--- src/logic/sdCmdPkg.sv ---
/* command frame types, field widths, CRC7 polynomial and sender states
   for the SD command path */

package sdCmdPkg;

  //////////////////////////////
  // frame layout
  //////////////////////////////

  localparam int CMD_BITS = 48;  // start, transmission, index, argument, crc, end
  localparam int CRC_BITS = 7;

  // bits covered by the checksum, everything ahead of the crc field
  localparam int HEAD_BITS = CMD_BITS - CRC_BITS - 1;

  // x^7 + x^3 + 1, the x^7 term is implied by the shift out of the top bit
  localparam logic [CRC_BITS-1:0] CRC_POLY = 7'b000_1001;

  typedef logic [5:0]          cmdIndexT;  // command number, CMD0 to CMD63
  typedef logic [31:0]         cmdArgT;    // argument word, sent MSB first
  typedef logic [CRC_BITS-1:0] crc7T;
  typedef logic [5:0]          bitCountT;  // counts frame bits already on the line

  // index sits above arg so the struct lines up with the wire order of the frame
  typedef struct packed {
    cmdIndexT index;
    cmdArgT   arg;
  } cmdFrameT;

  //////////////////////////////
  // sender FSM
  //////////////////////////////

  typedef enum logic [1:0] {IDLE, WAIT_EDGE, SHIFT, FINISH} sendStateT;

endpackage

--- src/logic/sdClkPkg.sv ---
/* clock generation types and constants for the SD host
   divider count width, half period count type and edge strobe struct */

package sdClkPkg;

  //////////////////////////////
  // divider sizing
  //////////////////////////////

  // wide enough to slow a fast system clock down to the 400 kHz card identification rate
  localparam int COUNT_WIDTH = 10;

  // half period of the SD clock minus one, counted in i_CLK cycles
  typedef logic [COUNT_WIDTH-1:0] divCountT;

  //////////////////////////////
  // edge strobes
  //////////////////////////////

  // each field is high for the one i_CLK cycle at whose end the divided clock changes
  // rise is kept for the response path that samples on rising edges
  typedef struct packed {
    logic rise;  // divided clock goes high after this cycle
    logic fall;  // divided clock goes low after this cycle
  } clkStrobeT;

endpackage
--- src/logic/sdCmdTop.sv ---
/* SD command path top level, the clock divider driving the command sender */

module sdCmdTop (
  input  logic               i_CLK,
  input  logic               i_reset,
  input  sdClkPkg::divCountT i_divHalf,    // SD clock half period minus one
  input  logic               i_divEnable,  // low passes i_CLK to the card
  input  logic               i_start,      // one cycle command request
  input  sdCmdPkg::cmdFrameT i_cmd,        // index and argument for the request
  output logic               o_sdClk,
  output logic               o_cmdLine,
  output logic               o_busy,
  output logic               o_done
);

  sdClkPkg::clkStrobeT strobes;  // SD clock edges seen from the i_CLK domain

  //////////////////////////////
  // clock generation
  //////////////////////////////

  sdClkDivider u_clkDivider (
    .i_CLK       (i_CLK),
    .i_reset     (i_reset),
    .i_divHalf   (i_divHalf),
    .i_divEnable (i_divEnable),
    .o_sdClk     (o_sdClk),
    .o_strobes   (strobes)
  );

  //////////////////////////////
  // command serialiser
  //////////////////////////////

  sdCmdSender u_cmdSender (
    .i_CLK     (i_CLK),
    .i_reset   (i_reset),
    .i_start   (i_start),
    .i_cmd     (i_cmd),
    .i_strobes (strobes),  // bits move on fall, rise is left for the response path
    .o_cmdLine (o_cmdLine),
    .o_busy    (o_busy),
    .o_done    (o_done)
  );

endmodule

--- src/logic/sdCmdSender.sv ---
/* FSM that serialises one 48 bit SD command frame on falling SD clock edges,
   with the CRC7 accumulator that builds its checksum */

module sdCmdSender (
  input  logic                i_CLK,
  input  logic                i_reset,
  input  logic                i_start,    // one cycle, taken only while idle
  input  sdCmdPkg::cmdFrameT  i_cmd,      // sampled together with i_start
  input  sdClkPkg::clkStrobeT i_strobes,  // only fall is used, the line changes on falling edges
  output logic                o_cmdLine,  // serial command bit, idles high
  output logic                o_busy,     // level for the whole frame
  output logic                o_done      // one cycle when the frame has ended
);

  sdCmdPkg::sendStateT          state;
  sdCmdPkg::bitCountT           bitCount;  // frame bits already driven on the line
  logic [sdCmdPkg::HEAD_BITS-1:0] shiftReg;  // outgoing bits, MSB leaves first
  sdCmdPkg::crc7T               crcValue;
  logic                         accept;      // start taken this cycle
  logic                         shiftNow;    // a frame bit goes out at this fall strobe
  logic                         crcFeed;     // the bit going out is part of the head
  logic                         atHeadEnd;   // the head has gone, the crc comes next
  logic                         atLastBit;   // the end bit goes out at this strobe

  //////////////////////////////
  // strobe decode
  //////////////////////////////

  assign accept    = (state == sdCmdPkg::IDLE) && i_start;  // a start while busy is dropped
  assign shiftNow  = i_strobes.fall
                   && ((state == sdCmdPkg::WAIT_EDGE) || (state == sdCmdPkg::SHIFT));
  assign atHeadEnd = (bitCount == sdCmdPkg::bitCountT'(sdCmdPkg::HEAD_BITS));
  assign atLastBit = (bitCount == sdCmdPkg::bitCountT'(sdCmdPkg::CMD_BITS - 1));
  assign crcFeed   = shiftNow && (bitCount < sdCmdPkg::bitCountT'(sdCmdPkg::HEAD_BITS));

  // checksum runs over the same bits as they leave, so it is ready well before bit 41
  sdCrc7 u_crc7 (
    .i_CLK      (i_CLK),
    .i_reset    (i_reset),
    .i_clear    (accept),
    .i_bitValid (crcFeed),
    .i_bit      (shiftReg[sdCmdPkg::HEAD_BITS-1]),
    .o_crc      (crcValue)
  );

  //////////////////////////////
  // frame shift register
  //////////////////////////////

  always_ff @(posedge i_CLK) begin
    if (accept) begin
      shiftReg <= {1'b0, 1'b1, i_cmd};  // start bit, host transmission bit, index, argument
    end else if (shiftNow) begin
      if (atHeadEnd) begin
        // top crc bit goes straight to the line, the rest waits here with the end bit
        shiftReg <= {crcValue[sdCmdPkg::CRC_BITS-2:0], 1'b1,
                     {(sdCmdPkg::HEAD_BITS - sdCmdPkg::CRC_BITS){1'b0}}};
      end else begin
        shiftReg <= shiftReg << 1;
      end
    end
  end

  //////////////////////////////
  // control FSM
  //////////////////////////////

  always_ff @(posedge i_CLK) begin
    if (i_reset) begin
      state     <= sdCmdPkg::IDLE;
      bitCount  <= '0;
      o_cmdLine <= 1'b1;  // the card sees an idle line
      o_busy    <= 1'b0;
      o_done    <= 1'b0;
    end else begin
      o_done <= 1'b0;  // pulse only
      case (state)
        sdCmdPkg::IDLE: begin
          if (i_start) begin
            bitCount <= '0;
            o_busy   <= 1'b1;
            state    <= sdCmdPkg::WAIT_EDGE;
          end
        end
        sdCmdPkg::WAIT_EDGE: begin
          // first fall strobe puts the start bit out
          if (i_strobes.fall) begin
            o_cmdLine <= shiftReg[sdCmdPkg::HEAD_BITS-1];
            bitCount  <= bitCount + 1'b1;
            state     <= sdCmdPkg::SHIFT;
          end
        end
        sdCmdPkg::SHIFT: begin
          if (i_strobes.fall) begin
            o_cmdLine <= atHeadEnd ? crcValue[sdCmdPkg::CRC_BITS-1]
                                   : shiftReg[sdCmdPkg::HEAD_BITS-1];
            bitCount  <= bitCount + 1'b1;
            if (atLastBit) begin
              state <= sdCmdPkg::FINISH;  // end bit is now on the line
            end
          end
        end
        sdCmdPkg::FINISH: begin
          // end bit has been held a full SD clock period, line stays high from here
          if (i_strobes.fall) begin
            o_busy <= 1'b0;
            o_done <= 1'b1;
            state  <= sdCmdPkg::IDLE;
          end
        end
        default: state <= sdCmdPkg::IDLE;
      endcase
    end
  end

endmodule

--- src/logic/sdCrc7.sv ---
/* serial CRC7 accumulator over the head of an SD command frame,
   one bit taken per valid strobe */

module sdCrc7 (
  input  logic            i_CLK,
  input  logic            i_reset,
  input  logic            i_clear,     // start of a new frame
  input  logic            i_bitValid,  // i_bit is the next frame bit
  input  logic            i_bit,
  output sdCmdPkg::crc7T  o_crc        // checksum of all bits taken since the clear
);

  sdCmdPkg::crc7T crcReg;
  logic           feedback;

  // the bit leaving the top of the register decides whether the polynomial is folded in
  assign feedback = i_bit ^ crcReg[sdCmdPkg::CRC_BITS-1];

  // shift left and xor in the taps at bits 0 and 3 when the feedback is set
  always_ff @(posedge i_CLK) begin
    if (i_reset || i_clear) begin
      crcReg <= '0;
    end else if (i_bitValid) begin
      crcReg <= {crcReg[sdCmdPkg::CRC_BITS-2:0], 1'b0}
              ^ ({sdCmdPkg::CRC_BITS{feedback}} & sdCmdPkg::CRC_POLY);
    end
  end

  assign o_crc = crcReg;  // ready the cycle after the last valid bit

endmodule

--- src/logic/sdClkDivider.sv ---
/* SD clock divider with reset edge load pulse, reloading down counter, toggle flop,
   edge strobes and bypass multiplexer */

module sdClkDivider (
  input  logic                i_CLK,        // system clock, also the bypass source
  input  logic                i_reset,      // held reset only loads the counter once
  input  sdClkPkg::divCountT  i_divHalf,    // half period minus one, in i_CLK cycles
  input  logic                i_divEnable,  // high selects the divided clock
  output logic                o_sdClk,      // clock driven onto the SD bus
  output sdClkPkg::clkStrobeT o_strobes     // edge markers in the i_CLK domain
);

  logic               resetD;      // reset delayed by one cycle
  logic               resetDD;     // reset delayed by two cycles
  logic               resetPulse;  // one cycle at the leading edge of reset
  logic               countZero;   // terminal count of the down counter
  logic               counterLoad;
  sdClkPkg::divCountT count;
  logic               toggle;      // the divided clock itself

  //////////////////////////////
  // reset edge detect
  //////////////////////////////

  // a held reset must not freeze the divided clock, so only its leading edge is used
  // the sender sits in reset while the SD clock keeps running underneath it
  always_ff @(posedge i_CLK) begin
    resetD  <= i_reset;
    resetDD <= resetD;
  end

  assign resetPulse = resetD & ~resetDD;  // high for exactly one cycle per reset

  //////////////////////////////
  // reloading down counter
  //////////////////////////////

  assign countZero   = (count == '0);
  assign counterLoad = resetPulse | countZero;  // start value on reset or each terminal count

  // counts every cycle with no enable, a new i_divHalf takes effect at the next reload
  always_ff @(posedge i_CLK) begin
    if (counterLoad) begin
      count <= i_divHalf;
    end else begin
      count <= count - sdClkPkg::divCountT'(1);
    end
  end

  //////////////////////////////
  // toggle flop
  //////////////////////////////

  // each terminal count ends one half period of the SD clock
  always_ff @(posedge i_CLK) begin
    if (resetPulse) begin
      toggle <= 1'b0;  // the clock starts from its low phase
    end else if (countZero) begin
      toggle <= ~toggle;
    end
  end

  // the toggle value tells which way it flips at the end of the terminal count cycle
  assign o_strobes.rise = countZero & ~toggle;
  assign o_strobes.fall = countZero & toggle;

  //////////////////////////////
  // bypass
  //////////////////////////////

  // with division off the card runs straight from i_CLK
  // strobes still come from the counter so the command timing is unchanged
  assign o_sdClk = i_divEnable ? toggle : i_CLK;

endmodule

--- config.mk ---
export PLATFORM = sky130hd
export DESIGN_NAME = sdCmdTop
export DESIGN_NICKNAME = d
export VERILOG_FILES = /design/src/logic/sdCmdPkg.sv /design/src/logic/sdClkPkg.sv /design/src/logic/sdCmdTop.sv /design/src/logic/sdCmdSender.sv /design/src/logic/sdCrc7.sv /design/src/logic/sdClkDivider.sv
export SDC_FILE = /design/constraint.sdc
export NUM_CORES = 1
export LEC_CHECK = 0
export ABC_AREA = 1
export BUFFER_PORTS_ARGS = -buffer_cell sky130_fd_sc_hd__buf_4
export CAP_MARGIN = 20
export CORE_MARGIN = 8
export CORE_UTILIZATION = 55
export CTS_CLUSTER_SIZE = 25
export DETAILED_ROUTE_END_ITERATION = 10
export HOLD_SLACK_MARGIN = 0.1
export PLACE_DENSITY = 0.78
export SYNTH_ARGS = -nofsm -noshare
export SYNTH_HDL_FRONTEND = slang
export SYNTH_SLANG_ARGS = --single-unit
--- constraint.sdc ---
create_clock -name i_CLK -period 3.4 [get_ports i_CLK]
set_clock_uncertainty 0.05 [all_clocks]
set_input_delay 0.68 -clock i_CLK [delete_from_list [all_inputs] [get_ports i_CLK]]
set_output_delay 0.68 -clock i_CLK [all_outputs]
set_load 0.03 [all_outputs]
======== Word-level counts from Yosys, hierarchy flattened ========
Cells that the tools add are included.
word-level totals
  bits in latches ......................... 0
  ROM bits ................................ 0
  bits in writable memories ............... 0
  register bits ........................... 71
  memories kept ........................... 0
  output and inout port bits .............. 4
operators by class
  order comparisons ....................... 1
  reduce and logical (&&, ||, !) cells .... 17
  add/sub/neg operators ................... 2
  shift operators ......................... 0
  equal/unequal tests ..................... 11
  multiplexer cells ....................... 22
  divide/modulo/power cells ............... 0
  multipliers ............................. 0
  bitwise logic cells ..................... 8
operators with widths
  cell                   number
  $mux 38                2
  $mux 40                1
  $eq 6x6->1 const B     2
  $mux 6                 2
  $pmux 6 s2             1
  $logic_not 10->1       1
  $mux 10                1
  $mux 2                 5
  $ne 2x1->1 const B     5
  $sub 10x1->10 const B  1
  $reduce_and 3->1       3
  $pmux 2 s4             1
  $reduce_bool 2->1      4
  $mux 1                 7
  $xor 7x4->7            1
  $add 6x1->6 const B    1
  $lt 6x6->1 const B     1
  $reduce_and 5->1       1
  $eq 2x2->1 const B     2
  $pmux 1 s2             2
  $reduce_or 2->1        2
  $logic_and 1x1->1      3
  $not 1->1              3
  $and 1x1->1            2
  6 further kinds        7

======== Longest topological paths before layout ========
  depth in word-level cells ............... 5
  mapped depth ............................ 10
  gate-level depth less buffers ........... 10

======== Modules after synthesis ========
From an unflattened synthesis, not the netlist that was laid out.
second synthesis, totals
  cell total of the unflattened synthesis .. 424
  area total of the unflattened synthesis .. 3438.3 um2
by module, submodules not included
  module        times used  seq. area each (um2)  area an instance (um2)  cells each
  sdCmdSender   1           1401.3                2478.6                  287
  sdClkDivider  1           260.2                 656.9                   96
  sdCrc7        1           140.1                 302.8                   41

==> key figures <==
Placed design
  – Placed Cells: 549
  – GPL Wtd Cong: 0.784
  – Post-DP HPWL: 5160 µm
  – IO buf count: 55

Logic synthesis
  – Synth Flop Type: edfxtp_1
  – Post-synthesis mux area share: 0.315%
  – Post-synth EDFFs: 38
  – Top cell type's share of synthesized area: 31.9%
  – Leading area contributor after synthesis: edfxtp_1
  – Ys async rst share: 0%
  – Simple-gate area share of the yosys netlist: 31.5%
  – Syn Nets: 491
  – Adder-Cell Fraction of Synth Area: 3.50%
  – Xor/xnor share of the synthesized area: 1.47%
  – Register area share after synthesis: 50.4%
  – Synth cell types: 35
  – Yosys Warn Count: 0
  – Mean Syn Cell Area: 8.33 µm²
  – Flops & latches, synth: 71
  – Largest family of logic cells by synthesized area: simple AND/OR/NAND/NOR gates
  – Synth Instances: 429
  – Ranking of synthesized cells by area: edfxtp_1 32%, dfxtp_1 18%, nand2_1 13%
  – Synth Cell Area: 0.00357 mm²
  – Complex-gate fraction of the synthesized area: 5.92%

STA
  – Slew headroom: 53.4%
  – Slew at the pin with the worst max-slew slack: 0.697 ns
  – RSZ-0062 raised after global routing: false
  – Final Hold Vio Count: 0
  – Final setup vio count: 0
  – Final Max Tran Viols: 0
  – Setup TNS: 0 ns

Detailed routing
  – Pre-antenna DRT Iters: 5
  – Routed vias/inst: 5.13
  – Iter 0 DRT Violations: 128
  – WL/cell: 13.2 µm
  – Post-route DRC: 0
  – Post-Route WL: 7520 µm
  – Final ANT Viol Nets: 0
  – Via total after detailed routing: 2911

Power
  – Net Sw Frac: 33.9%
  – Maximum vdd ir drop: 0.000407 V
  – Total power: 3070 µW
  – Comb pwr share: 28.8%
  – Sequential power share: 43.4%
  – Switch Pwr: 1040 µW
  – Int Pwr: 2030 µW
  – Clk pwr share: 27.8%
  – Pwr per Cell Area: 719 mW/mm²
  – Leak: 0.00198 µW

Layout
  – Ratio of cells with drive above 1 in the final layout: 20.2%
  – Fill cells: 526
  – Net count, final: 548
  – Area growth syn-to-layout: 19.7%
  – Final cell count without fillers: 568
  – Inserted Diodes: 0

Hold path
  – Min-delay src: u_clkDivider.resetD
  – Worst min-delay path class: flop to flop
  – Hold EP: u_clkDivider.resetDD
  – Hold Crit Depth: 0

Run status
  – Outcome: complete, no violations

GRT
  – Gr ovfl total: 0
  – Vias in the first global route: 2809
  – Largest net degree at the start of global routing: 40
  – Initial antenna violation count: 0
  – First-pass GRT wire length: 12400 µm
  – Tot GR Track Use: 17.0%

Floorplanning
  – Core area: 0.00631 mm²
  – Row count: 29
  – Die area: 0.00933 mm²
  – Die width: 96.6 µm
  – Chip height: 96.6 µm
  – I/O Pins: 56
  – Initial Utilization: 56.6%

Clock network
  – Clk_lat worst skew: 0.46 ns
  – CTS tree: built
  – Post-CTS Hold Buffers: 0
  – Clk pin slew, worst setup/hold paths: 0.07 ns
  – Post-CTS Setup Inserts: 0
  – Post-CTS Resized: 0

Worst setup path
  – Critical Path RT: 2.67 ns
  – Critical Path End Type: primary output
  – Critical path launch point type: clock port
  – R2r worst-path depth: 9
  – Critical path class: clock port to primary output
  – CP Max Fanout: 2
  – R2R Setup Slk: 1.22 ns
  – Critical R2R Capture: u_cmdSender.shiftReg[5]
  – Arr. time, crit path: 2.34 ns
  – R2R Path Start: u_clkDivider.count[0]

Flow run
  – Max-cap violations: 0
power by group through the flow:
| stage | Combinational (µW) | Clock (µW) | Sequential, µW |
|---|---|---|---|
| final | 884 | 856 | 1330 |
| after global routing | 1010 | 902 | 1360 |
| after CTS | 892 | 866 | 1330 |
| after detailed placement | 879 | 29.4 | 1350 |
| after global placement | 851 | 29.4 | 1340 |
| after floorplan | 686 | 21.0 | 1330 |
metrics by stage:
stage	utilization (%)	cell area (µm²)	hold slack, ns	worst slack [ns]
final	67.7	4280	0.307	0.328
after global placement	63.7	4020	0.282	0.569
after floorplan	-	3570	0.281	0.641
after global routing	67.7	4280	0.324	0.311
after CTS	67.7	4280	0.309	0.319
after detailed placement	63.7	4020	0.291	0.569
per-layer routing:
metal  wire length, µm  vias to the layer above  track usage (%)
met1              3260                     1323             21.3
met3               363                       14             3.94
met4               139                        0             9.08
met2              3760                       66             26.8
li1                  -                     1508                -
met5                 0                        -                0
worst max path at each step:
stage	slack [ns]	end	depth (start not counted)	startpoint
4_1_cts	0.32	o_sdClk	4	i_CLK
3_5_place_dp	0.57	o_sdClk	2	i_CLK
3_3_place_gp	0.57	o_sdClk	2	i_CLK
6_report	0.33	o_sdClk	4	i_CLK
5_1_grt	0.31	o_sdClk	4	i_CLK
2_1_floorplan	0.64	o_sdClk	1	i_CLK
cell type report:
cell class	count	area, µm²	area share [%]
clock buffers	14	176	4.13
clock inverters	6	85.1	1.99
inverters	41	154	3.60
multi-input cells	301	1530	35.7
flip-flops and latches	71	1800	42.1
well taps	77	96.3	2.25
repair buffers	58	435	10.2
registers in the layout, summed over array words and instances, names as in the netlist:
name	flops
u_cmdSender.state	2
u_clkDivider.resetD	1
u_cmdSender.bitCount	6
u_cmdSender.o_busy	1
u_clkDivider.resetDD	1
u_cmdSender.o_cmdLine	1
u_cmdSender.u_crc7.o_crc	7
u_clkDivider.toggle	1
u_cmdSender.shiftReg	40
u_clkDivider.count	10
u_cmdSender.o_done	1
cells by family after synthesis:
kind of cell | count (synthesis)
simple gates | 243
compound gates | 41
mux | 1
xor+xnor | 6
buf+inv | 57
flops | 71
fa+ha+maj | 10
worst max-delay path: stages:
cell and delay [ns]:
clkbuf_8 0.11, clkbuf_8 0.12, mux2_2 0.25, buf_4 0.17
cells in the mapped netlist (2+ instances only):
cell,n
nand2_2,5
nor3_1,2
inv_2,3
buf_1,3
ha_1,10
buf_6,2
a21oi_1,19
xnor2_1,2
inv_1,37
or2_0,2
clkbuf_1,3
o21ai_0,4
edfxtp_1,38
xor2_1,4
nor2_4,3
nand3_1,50
nor3b_1,2
nand2_1,126
o21ai_1,14
nor2_2,4
nor2_1,40
buf_4,2
nand3_4,3
a31oi_1,3
dfxtp_1,33
buf_2,6
layout by cell type, fill, tap and decap left out, types with 2 or more instances in the layout:
| cell | Yosys | routed |
|---|---|---|
| clkinv_1 | 1 | 2 |
| xor2_1 | 4 | 4 |
| a21oi_1 | 19 | 19 |
| buf_4 | 2 | 59 |
| nor2_1 | 40 | 40 |
| nand2_1 | 126 | 126 |
| inv_1 | 37 | 37 |
| ha_1 | 10 | 10 |
| dfxtp_1 | 33 | 33 |
| nor2_4 | 3 | 3 |
| o21ai_0 | 4 | 4 |
| bufinv_16 | 0 | 2 |
| inv_2 | 3 | 3 |
| nand2_2 | 5 | 5 |
| o21ai_1 | 14 | 14 |
| nand3_1 | 50 | 50 |
| nor3b_1 | 2 | 2 |
| xnor2_1 | 2 | 2 |
| a31oi_1 | 3 | 3 |
| or2_0 | 2 | 2 |
| nor3_1 | 2 | 2 |
| nand3_4 | 3 | 3 |
| nor2_2 | 4 | 4 |
| clkbuf_8 | 0 | 12 |
| edfxtp_1 | 38 | 38 |
Note: power is estimated with default switching activity, not from simulation.
